==> src/tri_inv_pkg.sv <==
// shared Q16.16 types, triangular matrix structs and FSM states for the matrix inverse
package tri_inv_pkg;

    localparam int data_w       = 32;
    localparam int frac_w       = 16;
    localparam int mat_n        = 3;
    localparam int recip_cycles = data_w + 2;   // request to done pulse
    localparam int recip_cnt_w  = $clog2(recip_cycles);
    localparam int feed_len     = 2 * mat_n;    // identity columns with their bubbles
    localparam int array_depth  = 5;            // cycles from last bubble to last harvest slot

    typedef logic signed [data_w-1:0] fix_t;

    localparam fix_t fix_one = fix_t'(1) <<< frac_w;

    // upper triangle only, the lower part is zero by definition
    typedef struct packed {
        fix_t a00;
        fix_t a01;
        fix_t a02;
        fix_t a11;
        fix_t a12;
        fix_t a22;
    } tri_mat_t;

    typedef struct packed {
        tri_mat_t inv;
        logic     singular;
    } tri_inv_result_t;

    typedef enum logic [2:0] {IDLE, RECIP, FEED, DRAIN, OUT} inv_state_e;

    typedef enum logic [1:0] {R_IDLE, R_BUSY, R_DONE} recip_state_e;

    // full product shifted down by the fraction bits, floor rounding, wrapped to 32 bits
    function automatic fix_t fix_mul(input fix_t a, input fix_t b);
        logic signed [2*data_w-1:0] prod;
        prod = a * b;
        return fix_t'(prod >>> frac_w);
    endfunction

endpackage
==> src/fix_recip.sv <==
`timescale 1ns/10ps
// fixed-point reciprocal 1/a by restoring division, one quotient bit per clock
module fix_recip import tri_inv_pkg::*; (
    input  logic clk,
    input  logic arst_n,
    input  logic recip_req,
    input  fix_t recip_den,
    output logic recip_busy,
    output logic recip_done,
    output fix_t recip_q
);

    recip_state_e           state;
    logic [recip_cnt_w-1:0] bit_cnt;
    logic [data_w-1:0]      den_r;   // divisor magnitude
    logic [data_w-1:0]      rem_r;
    logic [data_w-1:0]      quot_r;
    logic                   neg_r;
    logic                   take;
    logic [data_w:0]        rem_sh;
    logic [data_w:0]        rem_sub;
    logic                   q_bit;

    assign recip_busy = (state != R_IDLE);
    assign recip_done = (state == R_DONE);
    assign take       = recip_req && !recip_busy;

    // the dividend is 1 << 2*frac_w, so only the first bit shifted in is a one
    assign rem_sh  = {rem_r, bit_cnt == '0};
    assign rem_sub = rem_sh - {1'b0, den_r};
    assign q_bit   = (rem_sh >= {1'b0, den_r});

    // the top quotient bit falls off quot_r, which is the 32 bit wrap
    assign recip_q = neg_r ? -fix_t'(quot_r) : fix_t'(quot_r);

    always_ff @(posedge clk or negedge arst_n) begin
        if (!arst_n) begin
            state   <= R_IDLE;
            bit_cnt <= '0;
        end else begin
            case (state)
                R_IDLE: begin
                    if (take) begin
                        state   <= R_BUSY;
                        bit_cnt <= '0;
                    end
                end
                R_BUSY: begin
                    bit_cnt <= bit_cnt + 1'b1;
                    if (bit_cnt == recip_cnt_w'(data_w)) begin  // data_w+1 bits in total
                        state <= R_DONE;
                    end
                end
                R_DONE: begin
                    state <= R_IDLE;
                end
                default: begin
                    state <= R_IDLE;
                end
            endcase
        end
    end

    always_ff @(posedge clk) begin
        if (take) begin
            neg_r  <= recip_den[data_w-1];
            den_r  <= recip_den[data_w-1] ? -recip_den : recip_den;
            rem_r  <= '0;
            quot_r <= '0;
        end else if (state == R_BUSY) begin
            rem_r  <= q_bit ? rem_sub[data_w-1:0] : rem_sh[data_w-1:0];
            quot_r <= {quot_r[data_w-2:0], q_bit};
        end
    end

    // the sequencer screens zero diagonals, so a zero divisor never gets here
    a_den_nonzero: assert property (
        @(posedge clk) disable iff (!arst_n)
        take |-> (recip_den != '0)
    );

endmodule

==> config.mk <==
export PLATFORM = sky130hd
export DESIGN_NAME = fix_recip
export DESIGN_NICKNAME = d
export VERILOG_FILES = /design/src/tri_inv_pkg.sv /design/src/fix_recip.sv
export SDC_FILE = /design/constraint.sdc
export NUM_CORES = 1
export LEC_CHECK = 0
export ABC_AREA = 1
export CORE_MARGIN = 2
export CORE_UTILIZATION = 50
export CTS_CLUSTER_SIZE = 14
export DETAILED_ROUTE_END_ITERATION = 16
export DONT_BUFFER_PORTS = 1
export PLACE_DENSITY_LB_ADDON = 0.15
export SYNTH_ARGS = -nofsm -noshare
export SYNTH_HDL_FRONTEND = slang
export SYNTH_SLANG_ARGS = --single-unit
==> constraint.sdc <==
create_clock -name clk -period 3.35 [get_ports clk]
set_clock_uncertainty 0.05 [all_clocks]
set_input_delay 0.335 -clock clk [delete_from_list [all_inputs] [get_ports clk]]
set_output_delay 0.335 -clock clk [all_outputs]
set_load 0.05 [all_outputs]
# Word-level counts from Yosys, hierarchy flattened
# Index checks and enable logic that the tools add are counted.
[word_totals]
ff_bits = 105
output_inout_bits = 34
word_cells = 33
[classes]
n_lt_le_gt_ge = 1
n_mux = 8
eq_ne = 5
n_reduce_logical = 8
n_addsub = 4
[op_table]
columns = ["cell", "count"]
rows = [
  ["32-bit 2-to-1 mux", 2],
  ["32-bit negation", 2],
  ["33-bit by 32-bit greater-or-equal comparator with 1-bit output", 1],
  ["32-bit subtractor", 1],
  ["31-bit 2-to-1 mux", 1],
  ["6-bit one-hot mux with 2 select lines", 1],
  ["6-bit by 1-bit adder with 6-bit output (second input constant)", 1],
  ["6-bit equality test (second input constant)", 1],
  ["6-bit zero test", 1],
  ["6-bit 2-to-1 mux", 1],
  ["2-bit 2-to-1 mux", 2],
  ["2-bit != test (second input constant)", 2],
  ["2-bit one-hot mux with 2 select lines", 1],
  ["2-bit AND reduction", 2],
  ["2-bit nonzero test", 2],
  ["2-bit by 1-bit equality test with 1-bit output (second input constant)", 1],
  ["2-bit equality test (second input constant)", 1],
  ["2-bit zero test", 1],
  ["1-bit logical AND", 1],
  ["1-bit zero test", 1],
]

# Logic depth before layout (Yosys ltp)
# Gate-level depths: netlist (run 1).
[depth]
word_depth = 5
mapped_depth = 20
mapped_depth_nobuf = 20

# Least setup slack after synthesis (run 1)
# Ideal clock, no wire load.
[synth_timing]
path_type = "flip-flop to output port"
start = "reg quot_r[0]"
end = "out recip_q[28]"
arrival_time_ns = 2.225
stages_incl_launch_ff = 11
required_ns = 2.965
slack_ns = 0.740
cell_sequence = "dfxtp_1 -> inv_1 -> ha_1 -> nand3_1 -> nor2_1 -> nand2_1 -> nor2_1 -> nand3_1 -> o21ai_0 -> nand2_1 -> xor2_1"
[synth_via]
elab_chain_len = 2
[synth_rtl]
columns = ["element", "line", "text"]
rows = [
  ["from (decl)", "fix_recip.sv:17", "logic [data_w-1:0] quot_r;"],
  ["from (signal assigned)", "fix_recip.sv:72", "quot_r <= {quot_r[data_w-2:0], q_bit};"],
  ["32-bit negation", "fix_recip.sv:34", "assign recip_q = neg_r ? -fix_t'(quot_r) : fix_t'(quot_r);"],
  ["32-bit 2-to-1 mux", "fix_recip.sv:34", ""],
  ["to (decl)", "fix_recip.sv:10", "output fix_t recip_q"],
]
# Every way passes these cells.

# Final worst setup path (run 1)
# Ends and elaborated chain as after synthesis.

==> results of run 1 <==
-- per-stage QoR --
step	power [mW]	hold slack [ps]	setup WS [ps]	utilization (%)	cell area (um^2)
floorplan	6.95	-10.6	740	-	8010
global placement	8.36	-10.4	469	53.3	8410
detailed placement	8.39	-10.4	344	53.3	8410
CTS	9.50	10.8	264	55.2	8710
global route	10.4	2.06	49.0	55.2	8710
finish	9.54	18.4	294	55.2	8710
-- Yosys cell counts (3+ instances only) --
cell type  number
o21bai_1        5
xnor2_1         9
nand3_1        82
edfxtp_1       33
clkbuf_1       17
nor4_1          3
nand4_1        36
dfrtp_1         8
dfxtp_1        64
nand2_1       339
nor3_1         15
a21oi_1        31
buf_2           7
o22ai_1        31
nor2_4          4
buf_6           3
inv_1         217
xor2_1         57
o21ai_1         4
nor2_2          7
ha_1           36
nor2_1        111
inv_2           7
nand2_2        14
nand3_2        11
o211ai_1        3
o21ai_0        27
o31ai_1         4
-- state kept, by name (all words and copies together) (netlist names) --
| signal | count |
|---|---|
| bit_cnt | 6 |
| quot_r | 32 |
| neg_r | 1 |
| den_r | 32 |
| rem_r | 32 |
| state | 2 |
-- worst max-delay path by stage --
stage | start | endpoint | cells after the start
finish | quot_r[0] | recip_q[28] | 11
global route | bit_cnt[1] | rem_r[28] | 19
CTS | quot_r[0] | recip_q[30] | 11
detailed placement | bit_cnt[0] | rem_r[30] | 19
global placement | bit_cnt[0] | rem_r[30] | 19
floorplan | quot_r[0] | recip_q[28] | 10
-- area by class of cell --
cell class,count,area (um^2),share of cell area [%]
Clock inverter,7,62.6,0.718
Tap cell,216,270,3.10
Clock buffer,9,225,2.59
Multi-Input combinational cell,849,4550,52.2
Sequential cell,105,2470,28.4
Inverter,225,845,9.70
Timing Repair Buffer,38,288,3.30
-- worst reg2reg max path: cells and delay by family, from the launching register on --
kind | cells | cell delay, ps
buffers and inverters | 3 | 270
adder cells (fa/ha/maj) | 3 | 580
AO/OA/AOI/OAI | 1 | 50
flip-flops | 1 | 420
AND/OR/NAND/NOR | 12 | 1530
-- cells in the final DEF, fill, tap and decap left out, types with 2 or more instances in the layout --
cell type / count
dfrtp_1: 8
dfxtp_1: 64
nor2_4: 4
edfxtp_1: 33
xnor2_1: 9
nor2_2: 8
inv_4: 2
a21oi_2: 2
buf_4: 37
o21bai_1: 5
o21ai_1: 5
inv_2: 7
o21ai_2: 2
ha_1: 36
nor3_1: 15
inv_1: 217
nand2_2: 15
xor2_1: 57
a21oi_1: 31
o211ai_1: 3
nand2_4: 2
nand2_1: 338
nand4_1: 36
o21ai_0: 26
nor2_1: 110
o211ai_2: 2
nor4_1: 3
o31ai_1: 4
nand3_1: 82
o22ai_1: 31
nand3_2: 11
clkbuf_16: 9
-- kinds of logic after synthesis --
family	Yosys count	share of synthesized area (%)
AOI/OAI and AO/OA	117	8.78
and+or+nand+nor	629	34.8
adders and majority gates	37	5.87
xor gates and xnor gates	66	7.21
buffers and inverters	256	12.5
DFF	105	30.9
-- metal layers --
layer | vias up | track usage (%) | share of wire [%]
li1 | 3873 | - | -
met1 | 3452 | 36.6 | 46
met2 | 201 | 42.8 | 45
met3 | 29 | 6.07 | 6.8
met4 | 0 | 7.70 | 1.9
met5 | - | 0 | 0
-- power by group --
part / internal (mW) / total [mW] / switching (mW)
combinational: 2.01 / 6.28 / 4.27
sequential: 1.82 / 2.17 / 0.357
clock: 0.522 / 1.08 / 0.560
total: 4.35 / 9.54 / 5.19
-- repair_timing --
item,CTS,global route
hold buffers,1,0
endpoints found under the setup margin,0,1
endpoints found under the hold margin,8,0
resized for setup,0,1
==> impl_metrics.yaml, run 1 <==
layout:
  diodes: 0
  n_fill_cell: 1607
  syn_to_final_growth_pct: 8.68
  layoutNonFillerInstCount: 1449
  drive_gt1_share_pct: 8.76
  nets: 1300
floorplanning:
  io_pins: 69
  core_area_mm2: 0.0158
  num_rows: 46
  dieHeight_um: 131
  design.die.area_mm2: 0.0171
  start_util_pct: 50.8
  die_w_um: 131
global_routing:
  antenna_found_initial: 0
  grt_max_degree: 58
  grt.overflow.total: 0
  grt_pass1_vias: 7045
  grt_pass1_wl_um: 35600
  gr-usage-all-layers_pct: 26.8
power_and_ir_drop:
  p_leak_nw: 4.54
  peakVddDrop_mv: 0.697
  powerDensity_mw_per_mm2: 1100
worst_setup_path:
  crit_chain: "inv_1, ha_1, nand3_1, nor2_1, nand2_1, nor2_1, nand3_1, o21ai_0, nand2_1, xor2_1, buf_4"
  critPathLaunchType: "register"
  cp_max_fo: 4
  end_kind: "output port"
  path_buf_inv: 2
  cpPeakStageDelay_ps: 320
  reg2reg_slack_ps: 320
  critPathKind: "reg -> out"
  worstReg2RegStart: "bit_cnt[0]"
  reg2reg_depth: 19
  crit_arrival_ps: 2670
  reg2reg_to: "rem_r[30]"
  cp_top_family: "simple AND/OR/NAND/NOR gates"
  slowest_stage: "dfxtp_1"
  crit_required_ps: 2960
yosys:
  synthesis.area_mm2: 0.00801
  synth_area_leaders: "dfxtp_1, nand2_1, edfxtp_1, inv_1, xor2_1"
  synth_edf_count: 33
  ys_ff_latch: 105
  yosysTopAreaCellShare_pct: 16.0
  synthCells: 1210
  seq_area_frac_synth_pct: 30.9
  avgSynthCellArea_um2: 6.62
  synth-async-reset-ratio_pct: 7.62
  synth_top_area_cell: "dfxtp_1"
  ys_warn_count: 0
  yosys.cell_types.count: 47
  ys.flop_type: "dfxtp_1"
  syn_nets: 1282
route:
  wl_per_cell_um: 15.2
  ant_nets: 0
  vias: 7555
  first_pass_iters: 5
  routed_via_density: 5.21
  drcViolationCount: 0
  wl_um: 22000
  drt-initial-drc-count: 531
sta:
  setup-violations-final: 0
  fmaxAchievable_mhz: 327
  relSlewSlack_pct: 32.5
  worst_pin_slew_ps: 1010
  finalHoldViolations: 0
  rsz0062_at_grt: "false"
  finalCriticalPeriod_ps: 3060
  setup_tns_ps: 0
  drv_slew: 0
  period_share_pct: 91.2
run_status:
  status: "complete, no violations"
placement:
  dp.cells: 1432
  place_hpwl_um: 16700
  placement.io_buffers: 0
  gp_congestion: 0.945
clocking:
  clock-sinks: 105
  cts_tree: "yes"
  cts_buffer_depth: 2
  clk_pin_slew_ps: 80
  cts_setup_buffers: 0
  cts_made_buffers: 9
  clockRootBuffer: "clkbuf_16"
  htreeDepth: 3
  insertion_delay_ps: 360
flow_run:
  max_cap_viol_count: 0
worst_hold_path:
  worstHoldStart: "recip_den[0]"
  whs_path_depth: 0
  whs_endpoint: "den_r[0]"
  min_path_type: "in -> reg"
(Power assumes the default switching activity.)
==> run 2: changes to the inputs <==
--- a/config.mk
+++ b/config.mk
@@ -8,9 +8,9 @@
 export ABC_AREA = 1
 export CORE_MARGIN = 2
-export CORE_UTILIZATION = 50
+export CORE_UTILIZATION = 60
 export CTS_CLUSTER_SIZE = 14
 export DETAILED_ROUTE_END_ITERATION = 16
 export DONT_BUFFER_PORTS = 1
-export PLACE_DENSITY_LB_ADDON = 0.15
+export PLACE_DENSITY = 0.76
 export SYNTH_ARGS = -nofsm -noshare
 export SYNTH_HDL_FRONTEND = slang
==> constraint.sdc (replaced) <==
create_clock -name clk -period 3.35 [get_ports clk]
set_clock_uncertainty 0.05 [all_clocks]
set_input_delay 0.5025 -clock clk [delete_from_list [all_inputs] [get_ports clk]]
set_output_delay 0.5025 -clock clk [all_outputs]
set_load 0.05 [all_outputs]
==> impl_metrics.yaml, run 2 (synthesized netlist as in run 1, its figures left out) <==
route:
  ant_nets: 0
  first_pass_iters: 6
  drt-initial-drc-count: 617
  wl_um: 21300
  vias: 7708
  wl_per_cell_um: 15.1
  drcViolationCount: 0
  routed_via_density: 5.47
sta:
  rsz0062_at_grt: "false"
  setup_tns_ps: 0
  relSlewSlack_pct: 40.0
  setup-violations-final: 0
  finalCriticalPeriod_ps: 3130
  worst_pin_slew_ps: 897
  fmaxAchievable_mhz: 319
  drv_slew: 0
  period_share_pct: 93.6
  layout_setup_ws_ps: 215
  finalHoldViolations: 0
layout:
  multiInputGateArea_mm2: 0.00455
  diodes: 0
  final_common_cell: "nand2_1"
  n_fill_cell: 1222
  fin_area_mm2: 0.00867
  syn_to_final_growth_pct: 8.20
  drive_gt1_share_pct: 8.76
  layout_common_cells: "nand2_1, inv_1, nor2_1"
  seqCellArea_mm2: 0.00247
  layoutNonFillerInstCount: 1409
  nets: 1300
  top_regs: "den_r (32), quot_r (32), rem_r (32)"
power_and_ir_drop:
  switching_share_pct: 53.9
  seq_power_share_pct: 22.8
  total_power_mw: 9.54
  peakVddDrop_mv: 0.876
  powerDensity_mw_per_mm2: 1100
  pwr-share-comb_pct: 66.0
  pwr-share-clk_pct: 11.2
  switchingPower_mw: 5.14
  p_leak_nw: 4.53
  p_int_mw: 4.40
placement:
  dp.cells: 1392
  gp_congestion: 0.988
  post_dp_cell_area_mm2: 0.00836
  pre_cts_ws_ps: 346
  place_hpwl_um: 16200
  placement.io_buffers: 0
floorplanning:
  num_rows: 42
  io_pins: 69
  dieHeight_um: 120
  start_util_pct: 61.0
  design.die.area_mm2: 0.0143
  die_w_um: 120
  core_area_mm2: 0.0131
worst_hold_path:
  min_path_type: "in -> reg"
global_routing:
  grt_max_degree: 58
  gr-usage-all-layers_pct: 30.5
  grt_pass1_vias: 7271
  grt.overflow.total: 0
  antenna_found_initial: 0
  grt_pass1_wl_um: 34900
clocking:
  htreeDepth: 3
  clk_pin_slew_ps: 70
  cts_buffer_depth: 2
  cts_tree: "yes"
  clock-sinks: 105
  insertion_delay_ps: 360
  clockRootBuffer: "clkbuf_16"
  cts_made_buffers: 9
worst_setup_path:
  cp_max_fo: 4
  crit_required_ps: 2800
  crit_arrival_ps: 2580
  critPathKind: "reg -> out"
  end_kind: "output port"
  critPathLaunchType: "register"
flow_run:
  max_cap_viol_count: 0
run_status:
  status: "complete, no violations"
## run 2: cell type report
type | count | area share (%)
flip-flops and latches | 105 | 28.5
inverters | 225 | 9.74
clock buffers | 11 | 2.93
clock inverters | 5 | 0.491
repair buffers | 38 | 3.32
well taps | 176 | 2.54
multi-input cells | 849 | 52.5
## run 2: critical path: stages, from the launching register on
cell and delay [ps]:
dfxtp_1 330, inv_1 150, ha_1 200, nand3_1 150, nor2_1 170, nand2_1 120, nor2_2 160, nand3_1 140
o21ai_0 290, nand2_1 130, xor2_1 160, buf_4 220
## run 2: power by group through the flow
stage          logic, mW  registers (mW)  clock network [mW]
2_1_floorplan       4.87            2.09                   0
3_3_place_gp        6.13            2.18                   0
3_5_place_dp        6.19            2.18                   0
4_1_cts             6.23            2.16                1.09
5_1_grt             6.97            2.22                1.13
6_report            6.30            2.17                1.07
## run 2: metrics by stage
| stage | hold WS, ps | util [%] |
|---|---|---|
| 3_5_place_dp | 157 | 63.6 |
| 2_1_floorplan | 157 | - |
| 5_1_grt | 176 | 66.0 |
| 6_report | 188 | 66.0 |
| 4_1_cts | 179 | 66.0 |
| 3_3_place_gp | 157 | 63.6 |
## run 2: timing repair
item                       CTS  global route
setup endpoints to repair    0             3
setup buffers                0             0
resized for setup            0             2
hold buffers                 1             0
hold endpoints to repair     8             0
## run 2: metal layers
metal	wire length (um)	track usage, %	up-vias	share of wire (%)
li1	-	-	3864	-
met1	9170	40.8	3502	43
met2	9710	49.0	291	46
met3	1780	5.89	51	8.4
met4	588	12.0	0	2.8
met5	0	0	-	0
## run 2: worst paths after layout
path                              start  slack [ps]           to  cells past startpoint
setup / recovery              quot_r[0]         220  recip_q[28]                     11
hold / removal             recip_den[0]         190     den_r[0]                      0
setup reg to reg             bit_cnt[1]         260    rem_r[23]                     17
hold reg to reg               rem_r[31]         420    rem_r[31]                      2
max in group asynchronous        arst_n        2540   bit_cnt[3]                      1
min in group asynchronous        arst_n         430   bit_cnt[5]                      1
==> run 3: changes to the inputs <==
PLACE_DENSITY = not set   (was 0.76)
PLACE_DENSITY_LB_ADDON = 0.25   (was not set)
==> impl_metrics.yaml, run 3 (synthesized netlist as in run 1, its figures left out) <==
run_status:
  status: "complete, no violations"
power_and_ir_drop:
  peakVddDrop_mv: 0.824
  p_int_mw: 4.50
  switching_share_pct: 53.2
  pwr-share-comb_pct: 65.2
  powerDensity_mw_per_mm2: 1110
  p_leak_nw: 4.54
  switchingPower_mw: 5.12
  pwr-share-clk_pct: 12.2
  seq_power_share_pct: 22.6
route:
  wl_per_cell_um: 15.1
  ant_nets: 0
  wl_um: 21300
  drt-initial-drc-count: 680
  drcViolationCount: 0
  routed_via_density: 5.47
  first_pass_iters: 6
  vias: 7702
worst_setup_path:
  reg2reg_to: "rem_r[30]"
  end_kind: "output port"
  critPathKind: "reg -> out"
  reg2reg_depth: 19
  slowest_stage: "dfxtp_1"
  crit_arrival_ps: 2560
  crit_chain: "inv_1, ha_1, nand3_1, nor2_1, nand2_1, nor2_1, nand3_1, o21ai_1, nand2_1, xor2_1, buf_4"
  cp_max_fo: 4
  worstReg2RegStart: "bit_cnt[0]"
  crit_required_ps: 2800
  reg2reg_slack_ps: 310
  critPathLaunchType: "register"
  cpPeakStageDelay_ps: 330
placement:
  gp_congestion: 1.01
  placement.io_buffers: 0
  place_hpwl_um: 16000
  dp.cells: 1392
clocking:
  clockRootBuffer: "clkbuf_16"
  cts_made_buffers: 9
  clock-sinks: 105
  cts_tree: "yes"
  htreeDepth: 3
  clk_pin_slew_ps: 70
  cts_buffer_depth: 2
  insertion_delay_ps: 360
layout:
  seqCellArea_mm2: 0.00247
  layout_common_cells: "nand2_1, inv_1, nor2_1"
  multiInputGateArea_mm2: 0.00455
  nets: 1300
  drive_gt1_share_pct: 8.60
  diodes: 0
  final_common_cell: "nand2_1"
  syn_to_final_growth_pct: 8.46
  n_fill_cell: 1197
  layoutNonFillerInstCount: 1409
  top_regs: "den_r (32), quot_r (32), rem_r (32)"
floorplanning:
  io_pins: 69
  die_w_um: 120
  design.die.area_mm2: 0.0143
  num_rows: 42
  start_util_pct: 61.0
  core_area_mm2: 0.0131
  dieHeight_um: 120
global_routing:
  grt_max_degree: 58
  grt.overflow.total: 0
  gr-usage-all-layers_pct: 30.4
  grt_pass1_vias: 7223
  grt_pass1_wl_um: 34700
  antenna_found_initial: 0
sta:
  relSlewSlack_pct: 35.3
  setup-violations-final: 0
  period_share_pct: 92.8
  finalCriticalPeriod_ps: 3110
  rsz0062_at_grt: "false"
  fmaxAchievable_mhz: 322
  finalHoldViolations: 0
  worst_pin_slew_ps: 967
  drv_slew: 0
  setup_tns_ps: 0
flow_run:
  max_cap_viol_count: 0
worst_hold_path:
  worstHoldStart: "recip_den[0]"
  whs_path_depth: 0
  min_path_type: "in -> reg"
  whs_endpoint: "den_r[0]"
-- run 3: cell count changes in the layout (fill, tap and decap cells not counted) --
cell	change
inv_8	+1
clkbuf_16	-1
bufinv_16	+2
o21ai_0	-1
nor2_1	+1
clkinv_4	-1
nor2_2	-1
clkbuf_1	+1
o21ai_1	+1
inv_6	-2
-- run 3: worst max-delay path: cells and delay by family, from the launching register on --
kind / cells / cell delay [ps]
adders and majority gates: 1 / 200
AOI/OAI and AO/OA: 1 / 230
DFF: 1 / 330
xor gates and xnor gates: 1 / 160
buffers and inverters: 2 / 360
and+or+nand+nor: 6 / 930
-- run 3: metrics by stage --
stage          area (um^2)  setup WS (ps)  utilization (%)  hold slack [ps]  total power, mW
6_report              8690            241             66.2              186             9.63
2_1_floorplan         8010            573                -              157             6.95
5_1_grt               8690           55.3             66.2              176             10.4
3_5_place_dp          8360            402             63.6              157             8.33
4_1_cts               8690            165             66.1              180             9.55
3_3_place_gp          8360            513             63.6              157             8.27
-- run 3: worst max path at each step --
stage	cells after the start	endpoint	start	slack, ps
after floorplan	10	recip_q[28]	quot_r[0]	570
after global placement	19	rem_r[28]	bit_cnt[0]	510
after detailed placement	19	rem_r[28]	bit_cnt[0]	400
after CTS	11	recip_q[28]	quot_r[0]	160
after global routing	11	recip_q[30]	quot_r[0]	60
final	11	recip_q[28]	quot_r[0]	240
-- run 3: routing by layer --
metal	part of all wire [%]	global-route usage [%]	routed length (um)	up-vias
met1	43	40.5	9230	3484
li1	-	-	-	3875
met3	8.0	6.18	1710	44
met4	2.7	12.6	582	0
met2	46	48.2	9800	299
met5	0	0	0	-
-- run 3: power by group through the flow --
stage          Combinational (mW)  Clock, mW  Sequential [mW]
6_report                     6.28       1.18             2.17
5_1_grt                      6.90       1.24             2.22
4_1_cts                      6.20       1.18             2.16
3_5_place_dp                 6.15          0             2.18
3_3_place_gp                 6.09          0             2.17
2_1_floorplan                4.87          0             2.09
-- run 3: area by class of cell --
type                    instances  area share, %
flip-flops and latches        105           28.4
clock buffers                  11           2.68
well taps                     176           2.53
multi-input cells             849           52.3
repair buffers                 38           3.31
clock inverters                 5           1.01
inverters                     225           9.72
-- run 3: what timing repair did --
action                                  in CTS  in global routing
gates resized for setup                      0                  2
hold buffers                                 1                  0
endpoints found under the setup margin       0                  2
endpoints found under the hold margin        8                  0
buffers inserted                             0                  0
